<file path="config.mk">
export PLATFORM = sky130hd
export DESIGN_NAME = conv_top
export DESIGN_NICKNAME = d
export VERILOG_FILES = /design/src/conv_pkg.sv /design/src/conv_frame_position.sv /design/src/conv_line_buffer.sv /design/src/conv_top.sv /design/src/conv_window.sv
export SDC_FILE = /design/constraint.sdc
export NUM_CORES = 2
export LEC_CHECK = 0
export BUFFER_PORTS_ARGS = -buffer_cell sky130_fd_sc_hd__buf_2
export CORE_MARGIN = 1.5
export CORE_UTILIZATION = 35
export DETAILED_ROUTE_END_ITERATION = 10
export GPL_ROUTABILITY_DRIVEN = 0
export PLACE_DENSITY = 0.55
export REMOVE_ABC_BUFFERS = 1
export SYNTH_ARGS = -nofsm -noshare
export SYNTH_HDL_FRONTEND = slang
export SYNTH_SLANG_ARGS = --single-unit
</file>
<file path="constraint.sdc">
create_clock -name clk -period 22.1 [get_ports clk]
set_clock_uncertainty 0.2 [all_clocks]
set_input_delay 2.21 -clock clk [delete_from_list [all_inputs] [get_ports clk]]
set_output_delay 2.21 -clock clk [all_outputs]
set_load 0.05 [all_outputs]
</file>
<file path="src/conv_pkg.sv">
package conv_pkg;

    // signed width of a pixel or a kernel weight
    parameter int PIXEL_W = 8;

    // window is WIN_N x WIN_N
    parameter int WIN_N = 3;

    // one window column packed as {top, mid, bot}
    parameter int COL_W = WIN_N * PIXEL_W;

    // nine 8x8 signed products need 19 bits plus one of margin
    parameter int ACC_W = 20;

    // offset-binary output width
    parameter int OUT_W = 13;

    // default kernel is a scaled laplacian
    //   0   32   0
    //  32 -128  32
    //   0   32   0
    // column words are {top, mid, bot} with index 0 as the oldest column
    parameter logic [WIN_N-1:0][COL_W-1:0] RESET_KERNEL = {
        24'h00_20_00,
        24'h20_80_20,
        24'h00_20_00
    };

endpackage

</file>
<file path="src/conv_frame_position.sv">
`timescale 1ns/1ps

module conv_frame_position #(
    parameter int LINE_WIDTH = 16
) (
    input  logic clk,
    input  logic rst,
    input  logic i_valid,
    output logic o_win_full
);

    localparam int CNT_W = (LINE_WIDTH > 2) ? $clog2(LINE_WIDTH) : 2;
    localparam logic [CNT_W-1:0] LAST_COL = CNT_W'(LINE_WIDTH - 1);
    localparam logic [CNT_W-1:0] FIRST_FULL = CNT_W'(conv_pkg::WIN_N - 1);

    logic [CNT_W-1:0] col_cnt;
    // saturates at 2 as only row 2 or more matters
    logic [1:0]       row_cnt;
    logic             win_ok;

    // window complete once both counts reach 2
    assign win_ok = (col_cnt >= FIRST_FULL) && (row_cnt == 2'd2);

    always_ff @(posedge clk) begin
        if (rst) begin
            col_cnt <= '0;
            row_cnt <= '0;
        end else if (i_valid) begin
            if (col_cnt == LAST_COL) begin
                col_cnt <= '0;
                if (row_cnt != 2'd2) begin
                    row_cnt <= row_cnt + 2'd1;
                end
            end else begin
                col_cnt <= col_cnt + 1'b1;
            end
        end
    end

    // lines up with the line buffer column strobe
    always_ff @(posedge clk) begin
        if (rst) begin
            o_win_full <= 1'b0;
        end else begin
            o_win_full <= i_valid & win_ok;
        end
    end

endmodule

</file>
<file path="src/conv_line_buffer.sv">
`timescale 1ns/1ps

module conv_line_buffer #(
    parameter int LINE_WIDTH = 16
) (
    input  logic                                clk,
    input  logic                                rst,
    input  logic                                i_valid,
    input  logic signed [conv_pkg::PIXEL_W-1:0] i_pixel,
    output logic signed [conv_pkg::PIXEL_W-1:0] o_col_top,
    output logic signed [conv_pkg::PIXEL_W-1:0] o_col_mid,
    output logic signed [conv_pkg::PIXEL_W-1:0] o_col_bot,
    output logic                                o_col_valid
);

    // row stores with the newest pixel at index 0
    logic signed [conv_pkg::PIXEL_W-1:0] row_near [LINE_WIDTH];
    logic signed [conv_pkg::PIXEL_W-1:0] row_far  [LINE_WIDTH];

    // oldest entries are the pixels one and two rows up
    logic signed [conv_pkg::PIXEL_W-1:0] one_up;
    logic signed [conv_pkg::PIXEL_W-1:0] two_up;

    assign one_up = row_near[LINE_WIDTH-1];
    assign two_up = row_far[LINE_WIDTH-1];

    // shift both stores on every pixel strobe
    always_ff @(posedge clk) begin
        if (rst) begin
            for (int i = 0; i < LINE_WIDTH; i++) begin
                row_near[i] <= '0;
                row_far[i]  <= '0;
            end
        end else if (i_valid) begin
            row_near[0] <= i_pixel;
            row_far[0]  <= one_up;
            for (int i = 1; i < LINE_WIDTH; i++) begin
                row_near[i] <= row_near[i-1];
                row_far[i]  <= row_far[i-1];
            end
        end
    end

    // column output taken before the stores move
    always_ff @(posedge clk) begin
        if (i_valid) begin
            o_col_top <= two_up;
            o_col_mid <= one_up;
            o_col_bot <= i_pixel;
        end
    end

    // strobe follows the pixel by one cycle
    always_ff @(posedge clk) begin
        if (rst) begin
            o_col_valid <= 1'b0;
        end else begin
            o_col_valid <= i_valid;
        end
    end

endmodule

</file>
<file path="src/conv_top.sv">
`timescale 1ns/1ps

module conv_top #(
    parameter int LINE_WIDTH = 16
) (
    input  logic                                clk,
    input  logic                                rst,
    input  logic                                i_valid,
    input  logic                                i_kernel_mode,
    input  logic signed [conv_pkg::PIXEL_W-1:0] i_pixel,
    input  logic signed [conv_pkg::PIXEL_W-1:0] i_k_top,
    input  logic signed [conv_pkg::PIXEL_W-1:0] i_k_mid,
    input  logic signed [conv_pkg::PIXEL_W-1:0] i_k_bot,
    output logic        [conv_pkg::OUT_W-1:0]   o_data,
    output logic                                o_valid
);

    logic                                pix_valid;
    logic signed [conv_pkg::PIXEL_W-1:0] col_top;
    logic signed [conv_pkg::PIXEL_W-1:0] col_mid;
    logic signed [conv_pkg::PIXEL_W-1:0] col_bot;
    logic                                col_valid;
    logic                                win_full;

    // kernel path delayed to match the line buffer register
    logic                                mode_q;
    logic                                k_valid_q;
    logic signed [conv_pkg::PIXEL_W-1:0] k_top_q;
    logic signed [conv_pkg::PIXEL_W-1:0] k_mid_q;
    logic signed [conv_pkg::PIXEL_W-1:0] k_bot_q;

    // window column select
    logic                                win_valid;
    logic signed [conv_pkg::PIXEL_W-1:0] win_top;
    logic signed [conv_pkg::PIXEL_W-1:0] win_mid;
    logic signed [conv_pkg::PIXEL_W-1:0] win_bot;

    assign pix_valid = i_valid & ~i_kernel_mode;

    always_ff @(posedge clk) begin
        if (rst) begin
            mode_q    <= 1'b0;
            k_valid_q <= 1'b0;
        end else begin
            mode_q    <= i_kernel_mode;
            k_valid_q <= i_valid & i_kernel_mode;
        end
    end

    always_ff @(posedge clk) begin
        k_top_q <= i_k_top;
        k_mid_q <= i_k_mid;
        k_bot_q <= i_k_bot;
    end

    assign win_valid = col_valid | k_valid_q;
    assign win_top   = mode_q ? k_top_q : col_top;
    assign win_mid   = mode_q ? k_mid_q : col_mid;
    assign win_bot   = mode_q ? k_bot_q : col_bot;

    conv_line_buffer #(
        .LINE_WIDTH (LINE_WIDTH)
    ) u_line_buffer (
        .clk         (clk),
        .rst         (rst),
        .i_valid     (pix_valid),
        .i_pixel     (i_pixel),
        .o_col_top   (col_top),
        .o_col_mid   (col_mid),
        .o_col_bot   (col_bot),
        .o_col_valid (col_valid)
    );

    conv_frame_position #(
        .LINE_WIDTH (LINE_WIDTH)
    ) u_frame_position (
        .clk        (clk),
        .rst        (rst),
        .i_valid    (pix_valid),
        .o_win_full (win_full)
    );

    conv_window u_window (
        .clk           (clk),
        .rst           (rst),
        .i_valid       (win_valid),
        .i_kernel_mode (mode_q),
        .i_col_top     (win_top),
        .i_col_mid     (win_mid),
        .i_col_bot     (win_bot),
        .i_win_full    (win_full),
        .o_data        (o_data),
        .o_valid       (o_valid)
    );

endmodule

</file>
<file path="src/conv_window.sv">
`timescale 1ns/1ps

module conv_window (
    input  logic                                clk,
    input  logic                                rst,
    input  logic                                i_valid,
    input  logic                                i_kernel_mode,
    input  logic signed [conv_pkg::PIXEL_W-1:0] i_col_top,
    input  logic signed [conv_pkg::PIXEL_W-1:0] i_col_mid,
    input  logic signed [conv_pkg::PIXEL_W-1:0] i_col_bot,
    input  logic                                i_win_full,
    output logic        [conv_pkg::OUT_W-1:0]   o_data,
    output logic                                o_valid
);

    localparam int PW = conv_pkg::PIXEL_W;
    localparam int N = conv_pkg::WIN_N;
    localparam int AW = conv_pkg::ACC_W;
    localparam int OW = conv_pkg::OUT_W;

    // {top, mid, bot} column words with the newest at index N-1
    logic [conv_pkg::COL_W-1:0] kernel [N];
    logic [conv_pkg::COL_W-1:0] image  [N];

    // image window as it looks after this strobe
    logic [conv_pkg::COL_W-1:0] next_image [N];

    logic [conv_pkg::COL_W-1:0] in_col;
    logic                       kernel_shift;
    logic                       image_shift;
    logic signed [AW-1:0]       sum;
    logic signed [AW-1:0]       acc;

    assign in_col       = {i_col_top, i_col_mid, i_col_bot};
    assign kernel_shift = i_valid & i_kernel_mode;
    assign image_shift  = i_valid & ~i_kernel_mode;

    always_comb begin
        for (int c = 0; c < N - 1; c++) begin
            next_image[c] = image[c+1];
        end
        next_image[N-1] = in_col;
    end

    // nine-term signed multiply-accumulate
    always_comb begin
        sum = '0;
        for (int c = 0; c < N; c++) begin
            for (int r = 0; r < N; r++) begin
                sum = sum + $signed(kernel[c][r*PW +: PW]) *
                            $signed(next_image[c][r*PW +: PW]);
            end
        end
    end

    // kernel and image column shift registers
    always_ff @(posedge clk) begin
        if (rst) begin
            for (int c = 0; c < N; c++) begin
                kernel[c] <= conv_pkg::RESET_KERNEL[c];
                image[c]  <= '0;
            end
        end else if (kernel_shift) begin
            for (int c = 0; c < N - 1; c++) begin
                kernel[c] <= kernel[c+1];
            end
            kernel[N-1] <= in_col;
        end else if (image_shift) begin
            for (int c = 0; c < N; c++) begin
                image[c] <= next_image[c];
            end
        end
    end

    // sum only moves on image strobes
    always_ff @(posedge clk) begin
        if (rst) begin
            acc     <= '0;
            o_valid <= 1'b0;
        end else begin
            o_valid <= image_shift & i_win_full;
            if (image_shift) begin
                acc <= sum;
            end
        end
    end

    // offset binary with inverted sign over bits 18..7
    assign o_data = {~acc[AW-1], acc[AW-2 -: OW-1]};

endmodule

</file>
==> impl_metrics.csv <==
group,metric,value,unit
cts,cts_tree,"done",
timing,finalSetupTns,0,ps
critical_path,required,22350,ps
global_route,gr-total-overflow,0,
critical_path,worstPathArrival,9760,ps
place,postPlaceCellArea,43700,sq um
timing,worstMarginPinSlew,999,ps
floorplan,dieArea,121000,sq um
synth,synth-main-ff-cell,"edfxtp_1",
critical_path,reg2reg_slack,12590,ps
cts,postCtsResizedCells,0,
cts,cts_setup_buffers,0,
finish,finalInstanceArea,45400,sq um
timing,slew_headroom,31.5,%
timing,fin_crit_sh,43.0,%
detailed_routing,drt-total-wl,89.2,mm
detailed_routing,wl_per_cell,16.4,um
critical_path,criticalPathCategory,"reg -> reg",
critical_path,slowest_stage,"mux2i_1",
detailed_routing,via_per_inst,4.57,
cts,clkLatencyLatePin,630,ps
synth,async_flop_share,0,%
global_route,grt_pass1_wl,146,mm
critical_path,endpoint_kind,"flop",
critical_path,path_common_cell,"fa_1",
synth,synth_top_cells_by_area,"fa_1 (29%), edfxtp_1 (29%), ha_1 (8.4%)",
cts,cts_max_path_buffers,3,
detailed_routing,vias,24800,
timing,final-hold-violation-count,0,
synth,yosys_warnings,0,
detailed_routing,drc,0,
global_route,antenna_found_initial,4,
critical_path,cpPeakStageDelay,790,ps
timing,drv_slew,0,
critical_path,critPathTopFamily,"adder cells",
synth,synth_edf_count,400,
cts,cts.sinks,448,
place,dp_hpwl,69.8,mm
floorplan,ios,50,
detailed_routing,ant_nets,0,
place,dp.cells,5329,
synth,synthCells,3806,
global_route,grt_pass1_vias,26300,
cts,htree_levels,2,
synth,avgSynthCellArea,11.0,sq um
floorplan,fp.dieH,348,um
floorplan,die_x,348,um
cts,root_buffer,"clkbuf_16",
global_route,grtUsageTotal,15.3,%
cts,ctsHoldBuffers,0,
synth,ys_seq_area_share,31.1,%
place,port_buffers,49,
finish,drive_gt1_share,5.27,%
finish,area_growth_syn_to_layout,8.88,%
timing,fmax,105,MHz
synth,syn_area,41700,sq um
synth,ys_types,62,
critical_path,critPathLaunchType,"flop",
cts,cts.clk_slew.worst_paths,60,ps
detailed_routing,dr.pass1.iters,7,
global_route,grt_start_max_net_pins,110,
synth,yosysTopAreaCellShare,29.2,%
finish,fin_cells,5426,
synth,yosys.area.top_type,"fa_1",
floorplan,coreArea,118000,sq um
floorplan,rows,126,
timing,min_period,9510,ps
cts,cts_made_buffers,51,
job,cap_violations,0,
floorplan,start_util,35.3,%
timing,setup_viol,0,
critical_path,critPathMaxFanout,38,
synth,synth.ff_latch_count,448,
critical_path,startpoint,"mode_q",
run_status,status,"finished clean",
worst_hold_path,worstHoldStart,"u_line_buffer.row_far[15][4]",
critical_path,reg2reg_from,"mode_q",
detailed_routing,drt_iter0_markers,1217,
timing,grt_setup_unrepaired,"false",
finish,nets,4772,
worst_hold_path,hold_path_class,"reg -> reg",
critical_path,critPathBufInv,7,
[cells in the mapped netlist (37+ instances only)]
cell type / number
nand2_1: 203
a21oi_1: 71
nor2_1: 150
and2_1: 486
xnor2_1: 124
inv_1: 814
o21ai_0: 37
edfxtp_1: 400
nand2b_1: 64
ha_1: 281
fa_1: 609
nor2b_1: 183
dfxtp_1: 48
clkbuf_1: 62
[registers in the layout (all words and copies together), names as in the netlist]
register                     count
k_bot_q                          8
k_mid_q                          8
k_top_q                          8
k_valid_q                        1
mode_q                           1
u_frame_position.col_cnt         4
u_frame_position.o_win_full      1
u_frame_position.row_cnt         2
u_line_buffer.o_col_bot          8
u_line_buffer.o_col_mid          8
u_line_buffer.o_col_top          8
u_line_buffer.o_col_valid        1
u_line_buffer.row_far          128
u_line_buffer.row_near         128
u_window.acc                    13
u_window.image                  48
u_window.kernel                 72
u_window.o_valid                 1
[final timing paths]
path / cells past startpoint / endpoint
max: 31 / u_window.acc[19]
min: 0 / u_line_buffer.o_col_top[4]
max reg2reg: 31 / u_window.acc[19]
min reg2reg: 0 / u_line_buffer.o_col_top[4]
[cells in the final DEF (no fill, tap or decap), types with 9 or more instances in the layout]
cell type	n
buf_2	48
o21ai_0	37
fa_1	609
nor2_1	148
o21a_1	17
nor2b_1	183
xnor2_1	124
nand3_1	14
xor2_1	28
dfxtp_1	47
nor4_1	9
a21o_1	12
nand2b_1	62
nand2_1	203
mux2_2	10
and2_1	486
a21oi_1	71
clkinv_2	12
clkbuf_16	51
and3_1	12
edfxtp_1	400
inv_1	813
ha_1	281
nor3_1	22
buf_4	20
or2_2	14
mux2i_1	30
or3_1	9
[area by class of cell]
class / count / area, sq um
inverters: 814 / 3060
clock buffers: 62 / 1360
fillers: 11600 / 72700
diodes: 1 / 2.50
well taps: 1536 / 1920
flip-flops and latches: 448 / 13000
multi-input cells: 2463 / 25400
repair buffers: 68 / 390
clock inverters: 34 / 359
[cells by family after synthesis]
family | count (synthesis) | share of synthesized area, %
flip-flops | 448 | 31.1
multiplexers | 40 | 0.990
buffers and inverters | 895 | 8.18
adder cells (fa/ha/maj) | 890 | 37.7
AO/OA/AOI/OAI | 201 | 3.34
XOR/XNOR | 152 | 3.19
AND/OR/NAND/NOR | 1180 | 15.5
[stage by stage]
stage                     hold WS, ps  worst slack, ps  util [%]
after global placement            203            12680      37.0
after detailed placement          205            12560      37.0
after global routing              222            12050      38.5
after floorplan                   200            12820         -
after CTS                         219            12550      38.5
final                             217            12590      38.5
[per-layer routing]
layer,track usage (%),part of all wire [%]
met1,20.9,45
met2,26.1,49
met3,1.80,3.6
met4,3.32,2.1
met5,0.560,0.11
[worst register-to-register path: cells and delay by family (launching register included)]
| family | cells | cell delay [ps] |
|---|---|---|
| XOR/XNOR | 2 | 490 |
| AND/OR/NAND/NOR | 2 | 300 |
| flip-flops | 1 | 310 |
| adder cells (fa/ha/maj) | 10 | 4660 |
| buffers and inverters | 7 | 770 |
| AO/OA/AOI/OAI | 9 | 1800 |
| multiplexers | 1 | 840 |
Power is left out: the tool's default activity adds up to more than one toggle a clock period on the data nets, which glitch-free logic cannot reach.
